===== src/common/bridge_macros.svh =====
// Timing and sizing constants for the bridge, included by the blocks that need them
`ifndef BRIDGE_MACROS_SVH
`define BRIDGE_MACROS_SVH

// Clock cycles per UART bit (oversampling ratio)
`define BRIDGE_CLKS_PER_BIT 8

// Clock cycles per SPI clock half-period
`define BRIDGE_SPI_HALF 2

// Byte FIFO entries, power of two
`define BRIDGE_FIFO_DEPTH 4

`endif


===== src/common/bridge_pkg.sv =====
// Shared byte and FSM state types for the UART-to-SPI bridge, imported by RTL and testbench
package bridge_pkg;

  // One data byte as received on UART and sent on SPI
  typedef logic [7:0] bridge_byte_t;

  // UART deframer states
  typedef enum logic [1:0] {
    RX_IDLE  = 2'd0,
    RX_START = 2'd1,
    RX_DATA  = 2'd2,
    RX_STOP  = 2'd3
  } rx_state_e;

  // SPI host shifter states
  typedef enum logic [1:0] {
    SPI_IDLE  = 2'd0,
    SPI_SHIFT = 2'd1,
    SPI_END   = 2'd2
  } spi_state_e;

endpackage


===== src/common/byte_fifo_if.sv =====
// Push/pop strobe bundle between the byte producer, the byte FIFO and the byte consumer
`timescale 1ns/100ps

interface byte_fifo_if import bridge_pkg::*; ();

  // Write side
  bridge_byte_t wdata;
  logic         push;
  logic         full;

  // Read side, rdata is the head entry (fall-through)
  bridge_byte_t rdata;
  logic         pop;
  logic         empty;

  modport wr (
    output wdata, push,
    input  full
  );

  modport rd (
    output pop,
    input  rdata, empty
  );

  modport buf_wr (
    input  wdata, push,
    output full
  );

  modport buf_rd (
    input  pop,
    output rdata, empty
  );

endinterface


===== src/hdl/uart_rx/uart_rx_deframer.sv =====
// Oversampled 8N1 UART receiver that checks the stop bit and pushes good bytes into the FIFO
`timescale 1ns/100ps

`include "bridge_macros.svh"

module uart_rx_deframer import bridge_pkg::*; (
  input  logic           clk_i,
  input  logic           arst_n_i,
  input  logic           rx_i,
  output logic           frame_err_o,
  byte_fifo_if.wr        fifo
);

  localparam int unsigned ClksPerBit = `BRIDGE_CLKS_PER_BIT;
  localparam int unsigned HalfBit    = ClksPerBit / 2;
  localparam int unsigned TickW      = $clog2(ClksPerBit);

  ////////////////////////////////////////////////////////////
  // Input synchronizer and start edge
  ////////////////////////////////////////////////////////////

  logic rx_meta_q;
  logic rx_sync_q;
  logic rx_prev_q;
  logic rx_fall;

  // Line idles high
  always_ff @(posedge clk_i or negedge arst_n_i) begin
    if (!arst_n_i) begin
      rx_meta_q <= 1'b1;
      rx_sync_q <= 1'b1;
      rx_prev_q <= 1'b1;
    end else begin
      rx_meta_q <= rx_i;
      rx_sync_q <= rx_meta_q;
      rx_prev_q <= rx_sync_q;
    end
  end

  assign rx_fall = rx_prev_q && !rx_sync_q;

  ////////////////////////////////////////////////////////////
  // Frame FSM
  ////////////////////////////////////////////////////////////

  rx_state_e        state_q;
  logic [TickW-1:0] tick_q;
  logic [2:0]       bit_q;
  logic             tick_last;
  logic             push_q;
  logic             ferr_q;
  bridge_byte_t     shift_q;

  assign tick_last = (tick_q == TickW'(ClksPerBit - 1));

  always_ff @(posedge clk_i or negedge arst_n_i) begin
    if (!arst_n_i) begin
      state_q <= RX_IDLE;
      tick_q  <= '0;
      bit_q   <= '0;
      push_q  <= 1'b0;
      ferr_q  <= 1'b0;
    end else begin
      push_q <= 1'b0;
      ferr_q <= 1'b0;
      unique case (state_q)
        RX_IDLE: begin
          tick_q <= '0;
          bit_q  <= '0;
          if (rx_fall) begin
            state_q <= RX_START;
          end
        end
        // Recheck at half a bit so a short glitch is not taken as a start
        RX_START: begin
          if (tick_q == TickW'(HalfBit - 1)) begin
            tick_q  <= '0;
            state_q <= rx_sync_q ? RX_IDLE : RX_DATA;
          end else begin
            tick_q <= tick_q + 1'b1;
          end
        end
        RX_DATA: begin
          if (tick_last) begin
            tick_q <= '0;
            bit_q  <= bit_q + 1'b1;
            if (bit_q == 3'd7) begin
              state_q <= RX_STOP;
            end
          end else begin
            tick_q <= tick_q + 1'b1;
          end
        end
        // Mid stop bit decides push or framing error
        RX_STOP: begin
          if (tick_last) begin
            tick_q  <= '0;
            push_q  <= rx_sync_q;
            ferr_q  <= !rx_sync_q;
            state_q <= RX_IDLE;
          end else begin
            tick_q <= tick_q + 1'b1;
          end
        end
        default: state_q <= RX_IDLE;
      endcase
    end
  end

  // LSB first, so new bits enter at the top
  always_ff @(posedge clk_i) begin
    if (state_q == RX_DATA && tick_last) begin
      shift_q <= {rx_sync_q, shift_q[7:1]};
    end
  end

  assign fifo.wdata  = shift_q;
  assign fifo.push   = push_q;
  assign frame_err_o = ferr_q;

endmodule


===== src/hdl/byte_fifo.sv =====
// Synchronous fall-through FIFO between the UART deframer and the SPI shifter
`timescale 1ns/100ps

module byte_fifo import bridge_pkg::*; #(
  parameter type         payload_t = bridge_byte_t,
  parameter int unsigned Depth     = 4
) (
  input  logic         clk_i,
  input  logic         arst_n_i,
  byte_fifo_if.buf_wr  wr,
  byte_fifo_if.buf_rd  rd,
  output logic         overflow_o
);

  localparam int unsigned PtrW = $clog2(Depth);

  payload_t        mem_q [Depth];
  logic [PtrW-1:0] wptr_q;
  logic [PtrW-1:0] rptr_q;
  logic [PtrW:0]   count_q;
  logic            do_push;
  logic            do_pop;

  ////////////////////////////////////////////////////////////
  // Levels and strobes
  ////////////////////////////////////////////////////////////

  assign wr.full  = (count_q == (PtrW + 1)'(Depth));
  assign rd.empty = (count_q == '0);
  assign rd.rdata = mem_q[rptr_q];

  assign do_push = wr.push && !wr.full;
  assign do_pop  = rd.pop && !rd.empty;

  // Dropped byte, flagged in the push cycle
  assign overflow_o = wr.push && wr.full;

  ////////////////////////////////////////////////////////////
  // Pointers and occupancy
  ////////////////////////////////////////////////////////////

  always_ff @(posedge clk_i or negedge arst_n_i) begin
    if (!arst_n_i) begin
      wptr_q  <= '0;
      rptr_q  <= '0;
      count_q <= '0;
    end else begin
      if (do_push) begin
        wptr_q <= wptr_q + 1'b1;
      end
      if (do_pop) begin
        rptr_q <= rptr_q + 1'b1;
      end
      // Simultaneous push and pop leave the count alone
      unique case ({do_push, do_pop})
        2'b10:   count_q <= count_q + 1'b1;
        2'b01:   count_q <= count_q - 1'b1;
        default: count_q <= count_q;
      endcase
    end
  end

  always_ff @(posedge clk_i) begin
    if (do_push) begin
      mem_q[wptr_q] <= wr.wdata;
    end
  end

endmodule


===== src/hdl/spi_host/spi_host_shifter.sv =====
// SPI mode-0 host that pops bytes from the FIFO and shifts them out MSB first, stalled by hold
`timescale 1ns/100ps

`include "bridge_macros.svh"

module spi_host_shifter import bridge_pkg::*; (
  input  logic    clk_i,
  input  logic    arst_n_i,
  input  logic    hold_i,
  byte_fifo_if.rd fifo,
  output logic    spih_sck_o,
  output logic    spih_csb_o,
  output logic    spih_sd_o,
  output logic    spih_oe_o
);

  localparam int unsigned HalfCycles = `BRIDGE_SPI_HALF;
  localparam int unsigned DivW       = $clog2(2 * HalfCycles);

  spi_state_e      state_q;
  logic [DivW-1:0] div_q;
  logic [2:0]      bit_q;
  logic            sck_q;
  logic            csb_q;
  logic            oe_q;
  bridge_byte_t    shift_q;
  logic            pop;
  logic            half_done;
  logic            period_done;
  logic            sck_fall;

  ////////////////////////////////////////////////////////////
  // Start condition and clock divider
  ////////////////////////////////////////////////////////////

  // Hold is only looked at between bytes
  assign pop = (state_q == SPI_IDLE) && !fifo.empty && !hold_i;
  assign fifo.pop = pop;

  assign half_done   = (div_q == DivW'(HalfCycles - 1));
  assign period_done = (div_q == DivW'(2 * HalfCycles - 1));
  assign sck_fall    = (state_q == SPI_SHIFT) && half_done && sck_q;

  ////////////////////////////////////////////////////////////
  // Transfer FSM
  ////////////////////////////////////////////////////////////

  always_ff @(posedge clk_i or negedge arst_n_i) begin
    if (!arst_n_i) begin
      state_q <= SPI_IDLE;
      div_q   <= '0;
      bit_q   <= '0;
      sck_q   <= 1'b0;
      csb_q   <= 1'b1;
      oe_q    <= 1'b0;
    end else begin
      unique case (state_q)
        SPI_IDLE: begin
          div_q <= '0;
          bit_q <= '0;
          if (pop) begin
            csb_q   <= 1'b0;
            oe_q    <= 1'b1;
            state_q <= SPI_SHIFT;
          end
        end
        SPI_SHIFT: begin
          if (half_done) begin
            div_q <= '0;
            sck_q <= !sck_q;
            // Falling edge ends a bit
            if (sck_q) begin
              bit_q <= bit_q + 1'b1;
              if (bit_q == 3'd7) begin
                csb_q   <= 1'b1;
                oe_q    <= 1'b0;
                state_q <= SPI_END;
              end
            end
          end else begin
            div_q <= div_q + 1'b1;
          end
        end
        // Chip select stays high for one full SPI period
        SPI_END: begin
          if (period_done) begin
            div_q   <= '0;
            state_q <= SPI_IDLE;
          end else begin
            div_q <= div_q + 1'b1;
          end
        end
        default: state_q <= SPI_IDLE;
      endcase
    end
  end

  // MSB sits on sd before the first rising edge, next bit after each fall
  always_ff @(posedge clk_i) begin
    if (pop) begin
      shift_q <= fifo.rdata;
    end else if (sck_fall) begin
      shift_q <= {shift_q[6:0], 1'b0};
    end
  end

  assign spih_sck_o = sck_q;
  assign spih_csb_o = csb_q;
  assign spih_oe_o  = oe_q;
  assign spih_sd_o  = oe_q & shift_q[7];

endmodule


===== src/hdl/uart_spi_bridge.sv =====
// RTL top of the UART-to-SPI bridge, connecting deframer, byte FIFO and SPI shifter
`timescale 1ns/100ps

`include "bridge_macros.svh"

module uart_spi_bridge import bridge_pkg::*; (
  input  logic clk_i,
  input  logic arst_n_i,
  input  logic uart_rx_i,
  input  logic hold_i,
  output logic spih_sck_o,
  output logic spih_csb_o,
  output logic spih_sd_o,
  output logic spih_oe_o,
  output logic frame_err_o,
  output logic overflow_o
);

  byte_fifo_if u_fifo_if ();

  ////////////////////////////////////////////////////////////
  // UART receive side
  ////////////////////////////////////////////////////////////

  uart_rx_deframer u_uart_rx_deframer (
    .clk_i       ( clk_i         ),
    .arst_n_i    ( arst_n_i      ),
    .rx_i        ( uart_rx_i     ),
    .frame_err_o ( frame_err_o   ),
    .fifo        ( u_fifo_if.wr  )
  );

  ////////////////////////////////////////////////////////////
  // Byte buffer
  ////////////////////////////////////////////////////////////

  byte_fifo #(
    .payload_t ( bridge_byte_t      ),
    .Depth     ( `BRIDGE_FIFO_DEPTH )
  ) u_byte_fifo (
    .clk_i      ( clk_i            ),
    .arst_n_i   ( arst_n_i         ),
    .wr         ( u_fifo_if.buf_wr ),
    .rd         ( u_fifo_if.buf_rd ),
    .overflow_o ( overflow_o       )
  );

  ////////////////////////////////////////////////////////////
  // SPI host side
  ////////////////////////////////////////////////////////////

  spi_host_shifter u_spi_host_shifter (
    .clk_i      ( clk_i        ),
    .arst_n_i   ( arst_n_i     ),
    .hold_i     ( hold_i       ),
    .fifo       ( u_fifo_if.rd ),
    .spih_sck_o ( spih_sck_o   ),
    .spih_csb_o ( spih_csb_o   ),
    .spih_sd_o  ( spih_sd_o    ),
    .spih_oe_o  ( spih_oe_o    )
  );

endmodule


===== config.mk =====
export PLATFORM = sky130hd
export DESIGN_NAME = uart_spi_bridge
export DESIGN_NICKNAME = d
export VERILOG_FILES = /design/src/common/bridge_pkg.sv /design/src/common/byte_fifo_if.sv /design/src/hdl/uart_rx/uart_rx_deframer.sv /design/src/hdl/byte_fifo.sv /design/src/hdl/spi_host/spi_host_shifter.sv /design/src/hdl/uart_spi_bridge.sv
export VERILOG_INCLUDE_DIRS = /design/src /design/src/common
export SDC_FILE = /design/constraint.sdc
export NUM_CORES = 1
export LEC_CHECK = 0
export ABC_AREA = 1
export ABC_CLOCK_PERIOD_IN_PS = 2300
export BUFFER_PORTS_ARGS = -buffer_cell sky130_fd_sc_hd__buf_2
export CAP_MARGIN = 25
export CORE_AREA = 5 5 99 101
export DETAILED_ROUTE_END_ITERATION = 8
export DIE_AREA = 0 0 104 106
export PLACE_DENSITY_LB_ADDON = 0.2
export SLEW_MARGIN = 25
export SYNTH_ARGS = -nofsm -noshare
export SYNTH_HDL_FRONTEND = slang
export SYNTH_SLANG_ARGS = --single-unit
export TNS_END_PERCENT = 30

===== constraint.sdc =====
create_clock -name clk_i -period 2.3 [get_ports clk_i]
set_input_delay 0.23 -clock clk_i [delete_from_list [all_inputs] [get_ports clk_i]]
set_output_delay 0.23 -clock clk_i [all_outputs]
set_load 0.005 [all_outputs]

# == Yosys cells after proc, flatten, opt, wreduce, memory -nomap -nowiden ==
# Memories as Yosys holds them, arrays and structs flattened.
# Cells that the tools add are included.
# totals
word_cells,125
output_inout_bits,6
mem_bits_rw,32
memories,1
input_bits,4
ff_bits,46
# classes
bitwise,1
reduce_logical,29
n_mux,43
n_eq_ne,24
add_sub_neg,8
# mem_list
memory,words,word_bits,read_ports,rd_ports_with_merged_regs,write_ports,line_no,rtl
u_byte_fifo.mem_q,4,8,1,0,1,byte_fifo.sv:17,payload_t mem_q [Depth];
# ops
operator,n
two-way mux 2 bit,13
one-hot mux 3 bit (2 select lines),3
two-way mux 8 bit,2
!= test 2 x 1 -> 1 bit (second input constant),8
two-way mux 3 bit,5
AND reduction 5 bit,3
two-way mux 1 bit,14
adder 3 x 1 -> 3 bit (second input constant),4
equality test 3 bit (second input constant),4
one-hot mux 2 bit (3 select lines),2
equality test 2 bit (second input constant),5
logical AND 1 bit,9
one-hot mux 3 bit (3 select lines),1
equality test 2 x 1 -> 1 bit (second input constant),4
one-hot mux 2 bit (4 select lines),1
nonzero test 2 bit,4
adder 2 x 1 -> 2 bit (second input constant),3
zero test 1 bit,5
zero test 2 bit,2
!= test 2 bit (second input constant),2
one-hot mux 1 bit (2 select lines),2
AND reduction 2 bit,2
equality test 3 x 2 -> 1 bit (second input constant),1
zero test 3 bit,1
other kinds (5),5

# == Depth between registers and ports, before layout ==
# depth
depth_word,7
depth_mapped,12
depth_no_buf,12

# == Cells and area by module ==
# Synthesis repeated with hierarchy kept, for this count alone.
# hier_totals
hier_cells,334
hier_area_um2,3585.9
# by_module_without_submodules
mod,seq_area_each_um2,area_each_um2,cells_per_inst,instances
byte_fifo,1136.1,1754.2,156,1
spi_host_shifter,491.7,1012.2,109,1
uart_rx_deframer,569.3,819.5,69,1

# == Least setup slack after synthesis ==
# No wires, ideal clock.
# synth_timing
path_type,register to register
from,reg u_spi_host_shifter.state_q[0]
to,reg u_byte_fifo.count_q[2]
t_required_ns,2.169
path_buffers,0
arrival_ns,1.992
stages_incl_launch_ff,13
slack_ns,0.177
setup_ns,0.131
synth_period_minus_slack_ns,2.123
cell_sequence,dfrtp_1 inv_1 ha_1 inv_1 nor2_2 nand2_2 clkinv_1 ha_1 inv_1 fa_1 a21oi_1 o21ai_0 xor2_1
# synth_between
elab_chain_len,6
elab_cells_between_ends,8
cone_classes,2 x eq/ne; 1 x mux; 5 x reduce/logical
# synth_rtl
item,line_no,rtl
start: declaration,spi_host_shifter.sv:20,spi_state_e state_q;
start signal: assignment,spi_host_shifter.sv:50,state_q <= SPI_IDLE;
start signal: assignment,spi_host_shifter.sv:64,state_q <= SPI_SHIFT;
start signal: assignment,spi_host_shifter.sv:77,state_q <= SPI_END;
zero test 2 bit *,spi_host_shifter.sv:37,assign pop = (state_q == SPI_IDLE) && !fifo.empty && !hold_i;
logical AND 1 bit * (2 in a row),spi_host_shifter.sv:37,
logical AND 1 bit *,byte_fifo.sv:33,assign do_pop = rd.pop && !rd.empty;
via u_byte_fifo.do_pop,byte_fifo.sv:22,logic do_pop;
equality test 2 x 1 -> 1 bit or equality test 2 bit (tied branches),byte_fifo.sv:55,"unique case ({do_push, do_pop})"
one-hot mux 3 bit (2 select lines) or nonzero test 2 bit (tied branches),-,
end signal: assignment,byte_fifo.sv:56,2'b10: count_q <= count_q + 1'b1;
end signal: assignment,byte_fifo.sv:57,2'b01: count_q <= count_q - 1'b1;
end signal: assignment,byte_fifo.sv:58,default: count_q <= count_q;
end: declaration,byte_fifo.sv:20,logic [PtrW:0] count_q;
# The timed path passes the listed nets; every way through them passes the cells marked *.
# A chain may end at the register's enable or synchronous reset.

# == Final worst setup path ==
# Same ends and word-level chain as after synthesis.

==> impl_metrics.py <==
metrics = {
    "status": {
        "status": "complete, no violations",
    },
    "global_routing": {
        "use_met3_pct": 2.550,
        "grt_pass1_vias": 2131,
        "grt_antenna_before_repair": 0,
        "grt_overflow_total": 0,
        "busiest_layer": "met2",
        "track_usage_pct": 11.40,
        "grt_pass1_wl_um": 10110,
        "grt_use_met2_pct": 18.67,
        "use_met1_pct": 14.28,
        "grt_max_degree": 31,
    },
    "clock_network": {
        "h-tree-depth": 3,
        "cts_tree": "yes",
        "worstSkewPairLatency_ns": 0.34,
        "clock_path_buffers": 2,
        "numCtsBuffers": 9,
        "path_clk_slew_ns": 0.08,
        "cts_root_buffer": "clkbuf_8",
        "cts.sinks": 78,
    },
    "timing": {
        "final.setup_skew_ns": 0.01220,
        "hold_viol_final": 0,
        "min_period_over_period_pct": 93.21,
        "min_period_ns": 2.144,
        "slew_headroom_pct": 54.73,
        "worst-slew-pin-transition_ns": 0.6790,
        "rsz0062_at_grt": "false",
        "slew_violations": 0,
        "setup_tns_ns": 0,
        "fmax_mhz": 466.5,
        "setup_ws_ns": 0.1562,
        "finalSetupViolations": 0,
    },
    "yosys": {
        "synth_edf_count": 48,
        "syn_avg_cell_area_um2": 11.34,
        "ys_types": 29,
        "synth-seq-cells": 78,
        "synth.yosys.warnings": 0,
        "ys.flop_type": "edfxtp_1",
        "yosysSeqAreaShare_pct": 63.53,
        "synth_fp_nets": 331,
        "syn_area_um2": 3458,
        "synth_cells": 305,
        "async_flop_share_pct": 38.46,
    },
    "drt": {
        "ant_nets": 0,
        "drtIter0Drc": 67,
        "drc": 0,
        "dr.pass1.iters": 4,
        "totalWireLength_um": 5683,
        "avgViaCountPerCell": 4.530,
        "vias": 2016,
        "wl_per_cell_um": 12.77,
    },
    "layout": {
        "layout-drive-gt1-share_pct": 15.57,
        "n_antenna_cell": 0,
        "syn_to_final_growth_pct": 11.87,
        "layout_common_cells": "59 x nor2_1, 48 x edfxtp_1, 34 x nand2_1, 29 x inv_1, 26 x dfrtp_1",
        "nFillCells": 871,
        "regArea_um2": 2197,
        "multi_input_area_um2": 1060,
        "layout_commonest_cell": "nor2_1",
        "fin_nets": 355,
    },
    "pwr": {
        "ir_worst_vdd_uv": 381.3,
        "pwr_density_cell_nw_per_um2": 1115,
        "power_leakage_nw": 1.636,
        "power_mw": 4.314,
    },
    "placement": {
        "io_buffers": 9,
        "gp_congestion": 0.7443,
        "place_hpwl_um": 3885,
        "post-place-ws_ns": 0.1632,
    },
    "setup_path": {
        "rr_endpoint": "u_byte_fifo.count_q[2]",
        "r2r_setup_slack_ns": 0.16,
        "arrival_ns": 2.36,
        "critPathMaxFanout": 4,
        "r2r-start": "u_spi_host_shifter.state_q[0]",
        "end_kind": "register",
        "r2r_cells": 12,
        "startpoint_type": "register",
        "critPathKind": "reg2reg",
        "worstPathRequired_ns": 2.52,
    },
    "floorplanning": {
        "fp.dieH_um": 106,
        "io_pins": 10,
        "die_w_um": 104,
        "core-area_um2": 8934,
        "dieArea_um2": 11020,
        "initial_core_util_pct": 38.71,
        "num_rows": 35,
    },
    "worst_hold_path": {
        "hold_depth": 0,
        "worstHoldStart": "u_uart_rx_deframer.rx_meta_q",
        "min_path_type": "reg2reg",
        "whs_endpoint": "u_uart_rx_deframer.rx_sync_q",
    },
    "job": {
        "drv_cap": 0,
    },
}
-- final cells by class --
type	instances	share of cell area, %
Tap cell	111	3.590
Clock inverter	6	1.973
Timing Repair Buffer	20	3.428
Inverter	35	3.525
Sequential cell	78	56.79
Clock buffer	10	3.299
Multi-Input combinational cell	185	27.39
-- registers in the layout (all words and copies together), names as in the netlist, 2 cells and up, named ones only --
signal	cells
u_uart_rx_deframer.tick_q	3
u_spi_host_shifter.shift_q	8
u_byte_fifo.wptr_q	2
u_uart_rx_deframer.bit_q	3
u_byte_fifo.mem_q	32
u_byte_fifo.count_q	3
u_spi_host_shifter.state_q	2
u_spi_host_shifter.div_q	2
u_uart_rx_deframer.fifo.wdata	8
u_byte_fifo.rptr_q	2
u_spi_host_shifter.bit_q	3
-- synthesized netlist by cell type, types with 4 or more instances --
| cell | number | share of area (%) |
|---|---|---|
| dfrtp_1 | 26 | 19 |
| ha_1 | 21 | 7.6 |
| nand2_1 | 34 | 3.7 |
| nand2_2 | 5 | 0.90 |
| o21ai_0 | 19 | 2.7 |
| edfxtp_1 | 48 | 42 |
| dfstp_2 | 4 | 3.0 |
| buf_6 | 4 | 1.3 |
| inv_1 | 30 | 3.3 |
| nor2_1 | 59 | 6.4 |
| o21ai_1 | 4 | 0.58 |
| a21oi_1 | 12 | 1.7 |
| nand3_1 | 9 | 1.3 |
-- cells by family (layout without fill, tap and decap cells) --
family                   after synthesis  count (layout)  synth area share [%]
AND/OR/NAND/NOR                      118             118                 14.94
AO/OA/AOI/OAI                         40              40                 6.187
XOR/XNOR                               5               5                 1.267
flip-flops                            78              78                 63.53
adder cells (fa/ha/maj)               22              22                 8.177
buffers and inverters                 42              71                 5.897
-- per-layer routing --
metal  part of all wire, %  vias up
li1                      -     1053
met1                    47      943
met2                    49       16
met3                   2.7        4
met4                   1.1        0
met5                     0        -
-- worst max-delay path by stage --
stage	depth (start not counted)	endpoint	slack [ns]	from
4_1_cts	12	u_byte_fifo.count_q[2]	0.15	u_spi_host_shifter.state_q[1]
2_1_floorplan	12	u_byte_fifo.count_q[2]	0.18	u_spi_host_shifter.state_q[0]
3_5_place_dp	12	u_byte_fifo.count_q[2]	0.16	u_spi_host_shifter.state_q[1]
6_report	12	u_byte_fifo.count_q[2]	0.16	u_spi_host_shifter.state_q[0]
3_3_place_gp	12	u_byte_fifo.count_q[2]	0.19	u_spi_host_shifter.state_q[0]
5_1_grt	12	u_byte_fifo.count_q[2]	0.002	u_spi_host_shifter.state_q[0]
-- metrics by stage --
step	hold WS, ns	cell area, um2	util (%)	cells
6_report	0.3581	3869	43.31	445
5_1_grt	0.3622	3869	43.31	445
4_1_cts	0.3582	3859	43.19	444
3_5_place_dp	0.3181	3635	40.69	426
3_3_place_gp	0.3105	3635	40.69	426
2_1_floorplan	-0.06559	3458	-	305
-- worst max-delay path, cell delays in order (launching register included) --
cell      delay, ns
dfrtp_1        0.42
inv_1          0.12
ha_2           0.20
inv_1          0.05
nor2_2         0.10
nand2_2        0.07
clkinv_1       0.05
ha_1           0.13
inv_1          0.07
fa_1           0.43
a21oi_1        0.14
o21ai_0        0.11
xor2_1         0.15
-- power by group --
group,switching [mW],internal (mW),total [mW]
clock,0.467,0.599,1.07
sequential,0.184,1.73,1.91
combinational,0.830,0.505,1.34
total,1.48,2.83,4.31
-- repair_timing --
action                                  4_1_cts  5_1_grt
endpoints found under the hold margin        27        0
resized for setup                             0        2
hold buffers                                  2        0
endpoints found under the setup margin        0        1
setup buffers                                 0        1
No activity file was read; power rests on OpenSTA's default activity.
